==> src/fc_pkg.sv <==
package fc_pkg;

  ////////////////////
  // datapath widths
  ////////////////////

  // stream word and lane split
  localparam int DATA_W    = 32;
  localparam int LANES     = 4;

  // signed accumulator for one dot product
  localparam int ACC_W     = 20;

  // quantize rule, accumulator carries six fractional bits
  localparam int FRAC_BITS = 6;
  localparam int SAT_MAX   = 127;

  ////////////////////
  // encodings
  ////////////////////

  typedef enum logic [2:0] {
    st_idle,
    st_load_feat,
    st_load_bias,
    st_run_row,
    st_drain,
    st_post,
    st_emit
  } fc_state_e;

  typedef enum logic [1:0] {
    cmd_none,
    cmd_load_feat,
    cmd_load_bias,
    cmd_run
  } fc_cmd_e;

endpackage

==> src/fc_mac_if.sv <==
`timescale 1ns/1ps

interface fc_mac_if;

  // one accepted weight word and its row-start flag
  logic                            beat_valid;
  logic                            beat_first;

  // feature word paired with the weight word of the same beat
  logic [fc_pkg::DATA_W-1:0]       feat_word;

  // running dot product of the current row
  logic signed [fc_pkg::ACC_W-1:0] acc;

  modport ctrl (output beat_valid, output beat_first);

  modport buffer (output feat_word);

  modport mac (input beat_valid, input beat_first, input feat_word, output acc);

  modport post (input acc);

endinterface

==> src/fc_buffer.sv <==
`timescale 1ns/1ps

module fc_buffer #(
  parameter int FEAT_DEPTH = 64,
  parameter int MAX_OUT    = 16
) (
  input  logic                         clk,
  input  logic [fc_pkg::DATA_W-1:0]     s_data,
  input  logic                         feat_we,
  input  logic                         bias_we,
  input  logic [$clog2(FEAT_DEPTH)-1:0] word_idx,
  input  logic [$clog2(MAX_OUT)-1:0]    neuron_idx,
  output logic [7:0]                   bias_byte,
  fc_mac_if.buffer                     mac_bus
);

  localparam int BIAS_WORDS = (MAX_OUT + fc_pkg::LANES - 1) / fc_pkg::LANES;
  localparam int BIAS_IW    = (BIAS_WORDS > 1) ? $clog2(BIAS_WORDS) : 1;
  localparam int LANE_IW    = $clog2(fc_pkg::LANES);

  logic [fc_pkg::DATA_W-1:0] feat_mem [FEAT_DEPTH];
  logic [fc_pkg::DATA_W-1:0] bias_mem [BIAS_WORDS];
  logic [BIAS_IW-1:0]        bias_sel;
  logic [LANE_IW-1:0]        lane_sel;
  logic [fc_pkg::DATA_W-1:0] bias_word;

  always_ff @(posedge clk) begin
    if (feat_we) begin
      feat_mem[word_idx] <= s_data;
    end
    if (bias_we) begin
      bias_mem[BIAS_IW'(word_idx)] <= s_data;
    end
  end

  // feature read follows the word index of the incoming weight
  assign mac_bus.feat_word = feat_mem[word_idx];

  // neuron k sits in lane k mod 4 of word k div 4
  assign bias_sel  = BIAS_IW'(neuron_idx >> LANE_IW);
  assign lane_sel  = neuron_idx[LANE_IW-1:0];
  assign bias_word = bias_mem[bias_sel];
  assign bias_byte = bias_word[8*lane_sel +: 8];

endmodule

==> src/fc_counter.sv <==
`timescale 1ns/1ps

module fc_counter #(
  parameter int FEAT_DEPTH = 64,
  parameter int MAX_OUT    = 16,
  parameter int MAC_LAT    = 3
) (
  input  logic                           clk,
  input  logic                           rstn,
  input  logic                           start,
  input  logic [$clog2(FEAT_DEPTH+1)-1:0] feat_words,
  input  logic [$clog2(MAX_OUT+1)-1:0]    n_out,
  input  logic                           bias_phase,
  input  logic                           word_step,
  input  logic                           row_step,
  input  logic                           drain_run,
  output logic [$clog2(FEAT_DEPTH)-1:0]   word_idx,
  output logic [$clog2(MAX_OUT)-1:0]      neuron_idx,
  output logic                           word_last,
  output logic                           row_last,
  output logic                           drain_done
);

  localparam int FW_W = $clog2(FEAT_DEPTH + 1);
  localparam int NO_W = $clog2(MAX_OUT + 1);
  localparam int DR_W = $clog2(MAC_LAT + 1);

  logic [FW_W-1:0] feat_lim;
  logic [NO_W-1:0] n_lim;
  logic [NO_W-1:0] bias_lim;
  logic [FW_W-1:0] word_lim;
  logic [DR_W-1:0] drain_cnt;

  // packed bias words, rounded up to whole words
  assign bias_lim = NO_W'((n_lim + (fc_pkg::LANES - 1)) / fc_pkg::LANES);
  assign word_lim = bias_phase ? FW_W'(bias_lim) : feat_lim;

  assign word_last  = (FW_W'(word_idx) == (word_lim - FW_W'(1)));
  assign row_last   = (NO_W'(neuron_idx) == (n_lim - NO_W'(1)));
  assign drain_done = drain_run && (drain_cnt == DR_W'(MAC_LAT - 1));

  always_ff @(posedge clk) begin
    if (!rstn) begin
      feat_lim   <= '0;
      n_lim      <= '0;
      word_idx   <= '0;
      neuron_idx <= '0;
      drain_cnt  <= '0;
    end else begin
      if (start) begin
        feat_lim   <= feat_words;
        n_lim      <= n_out;
        word_idx   <= '0;
        neuron_idx <= '0;
      end else begin
        // wraps at the end of every load or row
        if (word_step) begin
          word_idx <= word_last ? '0 : word_idx + 1'b1;
        end
        if (row_step) begin
          neuron_idx <= row_last ? '0 : neuron_idx + 1'b1;
        end
      end
      if (drain_run) begin
        drain_cnt <= drain_done ? '0 : drain_cnt + 1'b1;
      end
    end
  end

  a_feat_lim: assert property (@(posedge clk) disable iff (!rstn)
    start |=> (feat_lim != '0) && (feat_lim <= FEAT_DEPTH));

  a_n_lim: assert property (@(posedge clk) disable iff (!rstn)
    start |=> (n_lim != '0) && (n_lim <= MAX_OUT));

endmodule

==> src/fc_ctrl_fsm.sv <==
`timescale 1ns/1ps

module fc_ctrl_fsm (
  input  logic            clk,
  input  logic            rstn,
  input  fc_pkg::fc_cmd_e cmd,
  input  logic            start,
  input  logic            s_valid,
  input  logic            m_ready,
  input  logic            word_last,
  input  logic            row_last,
  input  logic            drain_done,
  output logic            s_ready,
  output logic            feat_we,
  output logic            bias_we,
  output logic            bias_phase,
  output logic            word_step,
  output logic            row_step,
  output logic            drain_run,
  output logic            post_load,
  output logic            emit,
  output logic            feat_loaded,
  output logic            bias_loaded,
  output logic            fc_done,
  fc_mac_if.ctrl          mac_bus
);

  fc_pkg::fc_state_e state;
  fc_pkg::fc_state_e state_nxt;
  logic              beat;
  logic              handshake;
  logic              first_pend;

  ////////////////////
  // state decodes
  ////////////////////

  assign s_ready = (state == fc_pkg::st_load_feat) ||
                   (state == fc_pkg::st_load_bias) ||
                   (state == fc_pkg::st_run_row);

  assign beat       = s_valid && s_ready;
  assign feat_we    = beat && (state == fc_pkg::st_load_feat);
  assign bias_we    = beat && (state == fc_pkg::st_load_bias);
  assign bias_phase = (state == fc_pkg::st_load_bias);
  assign word_step  = beat;
  assign drain_run  = (state == fc_pkg::st_drain);
  assign post_load  = (state == fc_pkg::st_post);
  assign emit       = (state == fc_pkg::st_emit);
  assign handshake  = emit && m_ready;
  assign row_step   = handshake;

  // weight beats go straight into the MAC
  assign mac_bus.beat_valid = beat && (state == fc_pkg::st_run_row);
  assign mac_bus.beat_first = mac_bus.beat_valid && first_pend;

  ////////////////////
  // next state
  ////////////////////

  always_comb begin
    state_nxt = state;
    case (state)
      fc_pkg::st_idle: begin
        if (start) begin
          case (cmd)
            fc_pkg::cmd_load_feat: state_nxt = fc_pkg::st_load_feat;
            fc_pkg::cmd_load_bias: state_nxt = fc_pkg::st_load_bias;
            fc_pkg::cmd_run:       state_nxt = fc_pkg::st_run_row;
            default:               state_nxt = fc_pkg::st_idle;
          endcase
        end
      end
      fc_pkg::st_load_feat,
      fc_pkg::st_load_bias: begin
        if (beat && word_last) begin
          state_nxt = fc_pkg::st_idle;
        end
      end
      fc_pkg::st_run_row: begin
        if (beat && word_last) begin
          state_nxt = fc_pkg::st_drain;
        end
      end
      fc_pkg::st_drain: begin
        if (drain_done) begin
          state_nxt = fc_pkg::st_post;
        end
      end
      fc_pkg::st_post: state_nxt = fc_pkg::st_emit;
      fc_pkg::st_emit: begin
        if (handshake) begin
          state_nxt = row_last ? fc_pkg::st_idle : fc_pkg::st_run_row;
        end
      end
      default: state_nxt = fc_pkg::st_idle;
    endcase
  end

  always_ff @(posedge clk) begin
    if (!rstn) begin
      state       <= fc_pkg::st_idle;
      first_pend  <= 1'b0;
      feat_loaded <= 1'b0;
      bias_loaded <= 1'b0;
      fc_done     <= 1'b0;
    end else begin
      state   <= state_nxt;
      fc_done <= handshake && row_last;
      if (feat_we && word_last) begin
        feat_loaded <= 1'b1;
      end
      if (bias_we && word_last) begin
        bias_loaded <= 1'b1;
      end
      // armed on every entry to a row, cleared by its first beat
      if ((state_nxt == fc_pkg::st_run_row) && (state != fc_pkg::st_run_row)) begin
        first_pend <= 1'b1;
      end else if (mac_bus.beat_valid) begin
        first_pend <= 1'b0;
      end
    end
  end

  // a new command would relatch the counter limits mid-operation
  a_start_idle: assert property (@(posedge clk) disable iff (!rstn)
    start |-> (state == fc_pkg::st_idle));

endmodule

==> src/fc_mac.sv <==
`timescale 1ns/1ps

module fc_mac (
  input  logic                     clk,
  input  logic                     rstn,
  input  logic [fc_pkg::DATA_W-1:0] weight_word,
  fc_mac_if.mac                    mac_bus
);

  localparam int PROD_W = 16;
  localparam int SUM_W  = PROD_W + $clog2(fc_pkg::LANES);

  logic signed [PROD_W-1:0] prod [fc_pkg::LANES];
  logic signed [SUM_W-1:0]  sum_nxt;
  logic signed [SUM_W-1:0]  lane_sum;
  logic                     v1;
  logic                     v2;
  logic                     f1;
  logic                     f2;

  // valid bits ride along with each beat
  always_ff @(posedge clk) begin
    if (!rstn) begin
      v1 <= 1'b0;
      v2 <= 1'b0;
    end else begin
      v1 <= mac_bus.beat_valid;
      v2 <= v1;
    end
  end

  ////////////////////
  // stage 1 products
  ////////////////////

  always_ff @(posedge clk) begin
    f1 <= mac_bus.beat_first;
    for (int l = 0; l < fc_pkg::LANES; l++) begin
      prod[l] <= $signed(mac_bus.feat_word[8*l +: 8]) * $signed(weight_word[8*l +: 8]);
    end
  end

  ////////////////////
  // stage 2 lane sum
  ////////////////////

  always_comb begin
    sum_nxt = '0;
    for (int l = 0; l < fc_pkg::LANES; l++) begin
      sum_nxt = sum_nxt + {{(SUM_W-PROD_W){prod[l][PROD_W-1]}}, prod[l]};
    end
  end

  always_ff @(posedge clk) begin
    f2       <= f1;
    lane_sum <= sum_nxt;
  end

  ////////////////////
  // stage 3 accumulate
  ////////////////////

  // first word of a row restarts the sum
  always_ff @(posedge clk) begin
    if (v2) begin
      if (f2) begin
        mac_bus.acc <= {{(fc_pkg::ACC_W-SUM_W){lane_sum[SUM_W-1]}}, lane_sum};
      end else begin
        mac_bus.acc <= mac_bus.acc + {{(fc_pkg::ACC_W-SUM_W){lane_sum[SUM_W-1]}}, lane_sum};
      end
    end
  end

endmodule

==> src/fc_post.sv <==
`timescale 1ns/1ps

module fc_post #(
  parameter int MAX_OUT = 16
) (
  input  logic                      clk,
  input  logic                      rstn,
  input  logic                      start,
  input  logic                      post_load,
  input  logic                      emit,
  input  logic                      m_ready,
  input  logic [7:0]                bias_byte,
  input  logic [$clog2(MAX_OUT)-1:0] neuron_idx,
  input  logic                      row_last,
  output logic                      m_valid,
  output logic [fc_pkg::DATA_W-1:0]  m_data,
  output logic                      m_last,
  output logic [$clog2(MAX_OUT)-1:0] max_idx,
  fc_mac_if.post                    mac_bus
);

  localparam int SUM_W = fc_pkg::ACC_W + 1;

  logic signed [SUM_W-1:0]           acc_ext;
  logic signed [SUM_W-1:0]           bias_scaled;
  logic signed [SUM_W-1:0]           biased;
  logic [SUM_W-fc_pkg::FRAC_BITS-1:0] scaled;
  logic [7:0]                        q_byte;
  logic [7:0]                        max_val;
  logic                              handshake;

  ////////////////////
  // bias add, quantize
  ////////////////////

  assign acc_ext     = {mac_bus.acc[fc_pkg::ACC_W-1], mac_bus.acc};
  assign bias_scaled = {{(SUM_W-8){bias_byte[7]}}, bias_byte} << fc_pkg::FRAC_BITS;
  assign biased      = acc_ext + bias_scaled;
  assign scaled      = biased[SUM_W-1:fc_pkg::FRAC_BITS];

  // relu, then clamp to the positive int8 range
  always_comb begin
    if (biased[SUM_W-1]) begin
      q_byte = '0;
    end else if (scaled > fc_pkg::SAT_MAX) begin
      q_byte = 8'(fc_pkg::SAT_MAX);
    end else begin
      q_byte = scaled[7:0];
    end
  end

  always_ff @(posedge clk) begin
    if (post_load) begin
      m_data <= {{(fc_pkg::DATA_W-8){1'b0}}, q_byte};
    end
  end

  assign m_valid   = emit;
  assign handshake = emit && m_ready;

  ////////////////////
  // last flag, argmax
  ////////////////////

  always_ff @(posedge clk) begin
    if (!rstn) begin
      m_last  <= 1'b0;
      max_val <= '0;
      max_idx <= '0;
    end else begin
      if (start) begin
        m_last  <= 1'b0;
        max_val <= '0;
      end else if (post_load) begin
        m_last <= row_last;
      end
      // ties keep the earlier neuron
      if (handshake && ((neuron_idx == '0) || (m_data[7:0] > max_val))) begin
        max_val <= m_data[7:0];
        max_idx <= neuron_idx;
      end
    end
  end

endmodule

==> src/fc_top.sv <==
`timescale 1ns/1ps

module fc_top #(
  parameter int FEAT_DEPTH = 64,
  parameter int MAX_OUT    = 16,
  parameter int MAC_LAT    = 3
) (
  input  logic                           clk,
  input  logic                           rstn,
  input  fc_pkg::fc_cmd_e                cmd,
  input  logic                           start,
  input  logic [$clog2(FEAT_DEPTH+1)-1:0] feat_words,
  input  logic [$clog2(MAX_OUT+1)-1:0]    n_out,
  input  logic                           s_valid,
  output logic                           s_ready,
  input  logic [fc_pkg::DATA_W-1:0]       s_data,
  output logic                           m_valid,
  input  logic                           m_ready,
  output logic [fc_pkg::DATA_W-1:0]       m_data,
  output logic                           m_last,
  output logic                           feat_loaded,
  output logic                           bias_loaded,
  output logic                           fc_done,
  output logic [$clog2(MAX_OUT)-1:0]      max_idx
);

  logic                         feat_we;
  logic                         bias_we;
  logic                         bias_phase;
  logic                         word_step;
  logic                         row_step;
  logic                         drain_run;
  logic                         post_load;
  logic                         emit;
  logic                         word_last;
  logic                         row_last;
  logic                         drain_done;
  logic [$clog2(FEAT_DEPTH)-1:0] word_idx;
  logic [$clog2(MAX_OUT)-1:0]    neuron_idx;
  logic [7:0]                   bias_byte;

  fc_mac_if mac_bus ();

  fc_ctrl_fsm u_ctrl (
    .clk         (clk),
    .rstn        (rstn),
    .cmd         (cmd),
    .start       (start),
    .s_valid     (s_valid),
    .m_ready     (m_ready),
    .word_last   (word_last),
    .row_last    (row_last),
    .drain_done  (drain_done),
    .s_ready     (s_ready),
    .feat_we     (feat_we),
    .bias_we     (bias_we),
    .bias_phase  (bias_phase),
    .word_step   (word_step),
    .row_step    (row_step),
    .drain_run   (drain_run),
    .post_load   (post_load),
    .emit        (emit),
    .feat_loaded (feat_loaded),
    .bias_loaded (bias_loaded),
    .fc_done     (fc_done),
    .mac_bus     (mac_bus.ctrl)
  );

  fc_counter #(
    .FEAT_DEPTH (FEAT_DEPTH),
    .MAX_OUT    (MAX_OUT),
    .MAC_LAT    (MAC_LAT)
  ) u_counter (
    .clk        (clk),
    .rstn       (rstn),
    .start      (start),
    .feat_words (feat_words),
    .n_out      (n_out),
    .bias_phase (bias_phase),
    .word_step  (word_step),
    .row_step   (row_step),
    .drain_run  (drain_run),
    .word_idx   (word_idx),
    .neuron_idx (neuron_idx),
    .word_last  (word_last),
    .row_last   (row_last),
    .drain_done (drain_done)
  );

  fc_buffer #(
    .FEAT_DEPTH (FEAT_DEPTH),
    .MAX_OUT    (MAX_OUT)
  ) u_buffer (
    .clk        (clk),
    .s_data     (s_data),
    .feat_we    (feat_we),
    .bias_we    (bias_we),
    .word_idx   (word_idx),
    .neuron_idx (neuron_idx),
    .bias_byte  (bias_byte),
    .mac_bus    (mac_bus.buffer)
  );

  // weights are consumed straight off the input stream
  fc_mac u_mac (
    .clk         (clk),
    .rstn        (rstn),
    .weight_word (s_data),
    .mac_bus     (mac_bus.mac)
  );

  fc_post #(
    .MAX_OUT (MAX_OUT)
  ) u_post (
    .clk        (clk),
    .rstn       (rstn),
    .start      (start),
    .post_load  (post_load),
    .emit       (emit),
    .m_ready    (m_ready),
    .bias_byte  (bias_byte),
    .neuron_idx (neuron_idx),
    .row_last   (row_last),
    .m_valid    (m_valid),
    .m_data     (m_data),
    .m_last     (m_last),
    .max_idx    (max_idx),
    .mac_bus    (mac_bus.post)
  );

endmodule

==> config.mk <==
export PLATFORM = sky130hd
export DESIGN_NAME = fc_top
export DESIGN_NICKNAME = d
export VERILOG_FILES = /design/src/fc_pkg.sv /design/src/fc_mac_if.sv /design/src/fc_buffer.sv /design/src/fc_counter.sv /design/src/fc_ctrl_fsm.sv /design/src/fc_mac.sv /design/src/fc_post.sv /design/src/fc_top.sv
export SDC_FILE = /design/constraint.sdc
export NUM_CORES = 2
export LEC_CHECK = 0
export ABC_CLOCK_PERIOD_IN_PS = 9100
export BUFFER_PORTS_ARGS = -buffer_cell sky130_fd_sc_hd__clkbuf_2
export CAP_MARGIN = 20
export CORE_MARGIN = 5
export CORE_UTILIZATION = 35
export CTS_BUF_LIST = sky130_fd_sc_hd__clkbuf_2 sky130_fd_sc_hd__clkbuf_4 sky130_fd_sc_hd__clkbuf_8
export CTS_CLUSTER_SIZE = 14
export DETAILED_ROUTE_END_ITERATION = 10
export REMOVE_ABC_BUFFERS = 1
export SLEW_MARGIN = 15
export SYNTH_ARGS = -nofsm -noshare
export SYNTH_HDL_FRONTEND = slang
export SYNTH_SLANG_ARGS = --single-unit
==> constraint.sdc <==
create_clock -name clk -period 9.1 [get_ports clk]
set_input_delay 1.82 -clock clk [delete_from_list [all_inputs] [get_ports clk]]
set_output_delay 1.82 -clock clk [all_outputs]
set_load 0.1 [all_outputs]
==> impl_metrics.ini <==
[sta]
finalClockSkew_ns = 0.0723
finalCritPeriodShare_pct = 84.4
rsz0062_at_grt = no
worst_slew_pin_slew_ns = 1.13
slew_viol_final = 0
final.min_clock_period_ns = 7.68
relSlewSlack_pct = 24.9
setup_viol = 0
fmax_ghz = 0.130
fin_tns_setup_ns = 0
hold_viol = 0

[hold_path]
hold_depth = 0
hold_end = u_mac.f2
hp-start = u_mac.f1
min_path_type = register to register

[global_routing]
grtUsageTotal_pct = 17.4
grt_max_degree = 77
grt_pass1_vias = 53500
antenna_found_initial = 25
overflow = 0
grt_pass1_wl_mm = 380

[synth]
synth.avg_cell_area_sq_um = 19.1
synthesis.area_sq_um = 102000
synth-main-ff-cell = edfxtp_1
synth_cell_types = 77
synth_edf_count = 2204
ys_seq_elements = 2342
yosys_warnings = 0
syn_inst = 5349
async_flop_share_pct = 0
seq_area_frac_synth_pct = 67.6

[cts]
postCtsSetupRepairBufs = 0
cts_root_buf = clkbuf_8
path_clk_slew_ns = 0.07
cts_resized = 0
h-tree-depth = 5
hold_buffers = 0
cts_buffers = 377
insertion_delay_ns = 0.98
clock_sinks = 2342
cts_tree = built
clockBufferDepth = 4

[placed_design]
dpl.hpwl_mm = 156
gp_congestion = 0.783
place_area_sq_um = 108000
portBuffers = 68
dp_cells = 9304

[critical_path]
max_stage_delay_ns = 0.96
crit_family = adder cells
rr_worst_depth = 22
crit_path_start_kind = register
crit_cells = 22
r2r_slack_ns = 1.42
crit_slowest_cell = dfxtp_4
cp.required_ns = 9.96
path_max_fanout = 34
timing.rr.end = u_mac.prod[1][14]
cp_num_buf_inv = 3
arrival_ns = 8.54
end_kind = register
crit_type = register to register
path_cells = buf_12, mux4_2, mux4_2, mux2_2, nand2_1, o21ai_1, and2_1, ha_1, fa_1, inv_1, fa_1, inv_1, fa_1, ha_1, nor2b_1, o21ai_0, a21boi_0, o21ai_0, a21boi_0, o21ai_0, or4b_2, o211ai_1

[floorplanning]
start_util_pct = 35.1
die_w_um = 550
rows = 198
design.portCount = 93
coreArea_sq_um = 291000
die_height_um = 550
die_area_sq_um = 302000

[route]
ant_nets = 0
post-route-drc-count = 0
wl_mm = 265
drtIter0Drc = 4956
vias = 51500
viasPerCell = 5.15
first_pass_iters = 5
wl_per_cell_um = 26.6

[power]
power_density_nw_per_um2 = 232
p_leak_nw = 37.9
ir_drop_mv = 0.411

[final_layout]
instances_no_fill = 9987
final_area_sq_um = 116000
nFillCells = 25800
fin_nets = 6272
area_growth_pct = 13.4
fin_util_pct = 39.8
drive_above_1_share_pct = 26.9

[run_status]
status = finished, final reports clean

[run]
maxCapViolCount = 0
-- area by class of cell --
type,instances,area [sq um],area share (%)
Antenna cell,11,27.5,0.0238
Clock buffer,508,6230,5.39
Clock inverter,164,1080,0.931
Inverter,457,1720,1.48
Multi-Input combinational cell,2359,30700,26.6
Sequential cell,2342,69000,59.6
Tap cell,3900,4880,4.22
Timing Repair Buffer,246,2040,1.76
-- layout by cell type, fill, tap and decap left out, drive strengths merged, types with 23 or more instances in the layout --
cell and instances:
nor2b 23, and2 184, clkbuf 575, o21ai 82, nand2b 24, conb 25, mux2i 44, clkinv 139
xor2 37, a21oi 72, ha 197, nor3 44, edfxtp 2204, fa 241, nor2 195, nand2 152
nand3 35, dfxtp 138, mux4 700, xnor2 78, inv 463, buf 179
-- cells in the mapped netlist, types with 23 or more instances --
| master | n | share of area, % |
|---|---|---|
| ha_1 | 197 | 2.4 |
| nor2_1 | 195 | 0.72 |
| buf_2 | 25 | 0.12 |
| and2_1 | 183 | 1.1 |
| a21oi_1 | 72 | 0.35 |
| mux4_2 | 700 | 15 |
| xor2_1 | 37 | 0.32 |
| nand3_1 | 35 | 0.17 |
| buf_1 | 32 | 0.12 |
| fa_1 | 241 | 4.7 |
| edfxtp_1 | 2204 | 65 |
| o21ai_0 | 69 | 0.34 |
| mux2i_1 | 44 | 0.43 |
| nor2b_1 | 23 | 0.14 |
| nand2_1 | 152 | 0.56 |
| nor3_1 | 44 | 0.22 |
| inv_1 | 451 | 1.7 |
| xnor2_1 | 78 | 0.67 |
| dfxtp_1 | 138 | 2.7 |
| clkbuf_1 | 89 | 0.33 |
| buf_4 | 54 | 0.40 |
| nand2b_1 | 24 | 0.15 |
-- registers in the layout, indices dropped and copies added, names as in the netlist, 2 cells and up, named ones only --
signal and count:
u_mac.prod 64, u_counter.drain_cnt 2, u_counter.word_idx 6, u_post.max_val 8, u_buffer.feat_mem 2048, u_counter.neuron_idx 4, u_post.max_idx 4, u_post.m_data 8
u_buffer.bias_mem 128, u_counter.feat_lim 7, u_ctrl.state 3, u_mac.lane_sum 18, u_mac.mac_bus.acc 20, u_counter.n_lim 5
-- power by group --
group / total (mW) / leakage, nW / internal (mW) / switching, mW
Clock: 8.88 / 3.87 / 4.79 / 4.09
Combinational: 5.74 / 13.1 / 2.44 / 3.31
Sequential: 12.2 / 21.0 / 12.1 / 0.140
Total: 26.8 / 37.9 / 19.3 / 7.54
-- worst max-delay path by stage --
stage	startpoint	end
6_report	register	u_mac.prod[1][14]
4_1_cts	register	u_mac.prod[1][14]
3_5_place_dp	register	u_mac.prod[1][14]
3_3_place_gp	register	u_mac.prod[3][14]
5_1_grt	register	u_mac.prod[1][14]
2_1_floorplan	register	u_mac.prod[1][14]
-- metal layers --
| metal | routed length (um) | global-route usage [%] | up-vias |
|---|---|---|---|
| met1 | 106000 | 22.7 | 27300 |
| li1 | - | - | 21800 |
| met3 | 21900 | 4.07 | 376 |
| met5 | 35 | 0 | - |
| met2 | 131000 | 29.1 | 1983 |
| met4 | 6660 | 4.73 | 6 |
-- cells by family after synthesis --
group	after synthesis	share of synthesized area [%]
other	1	0.00368
muxes	757	16.0
adders and majority gates	438	7.15
AOI/OAI and AO/OA	282	1.75
buffers and inverters	672	2.81
DFF	2342	67.6
and+or+nand+nor	742	3.66
xor gates and xnor gates	115	0.988
-- per-stage QoR --
step,setup slack [ns],total power [mW],hold slack [ns]
2_1_floorplan,-17.52,16.9,0.310
3_3_place_gp,1.49,18.1,0.322
3_5_place_dp,1.42,18.2,0.323
4_1_cts,1.38,27.1,0.304
5_1_grt,0.993,28.3,0.306
6_report,1.42,26.8,0.316
Note: power is estimated with default switching activity, not from simulation.
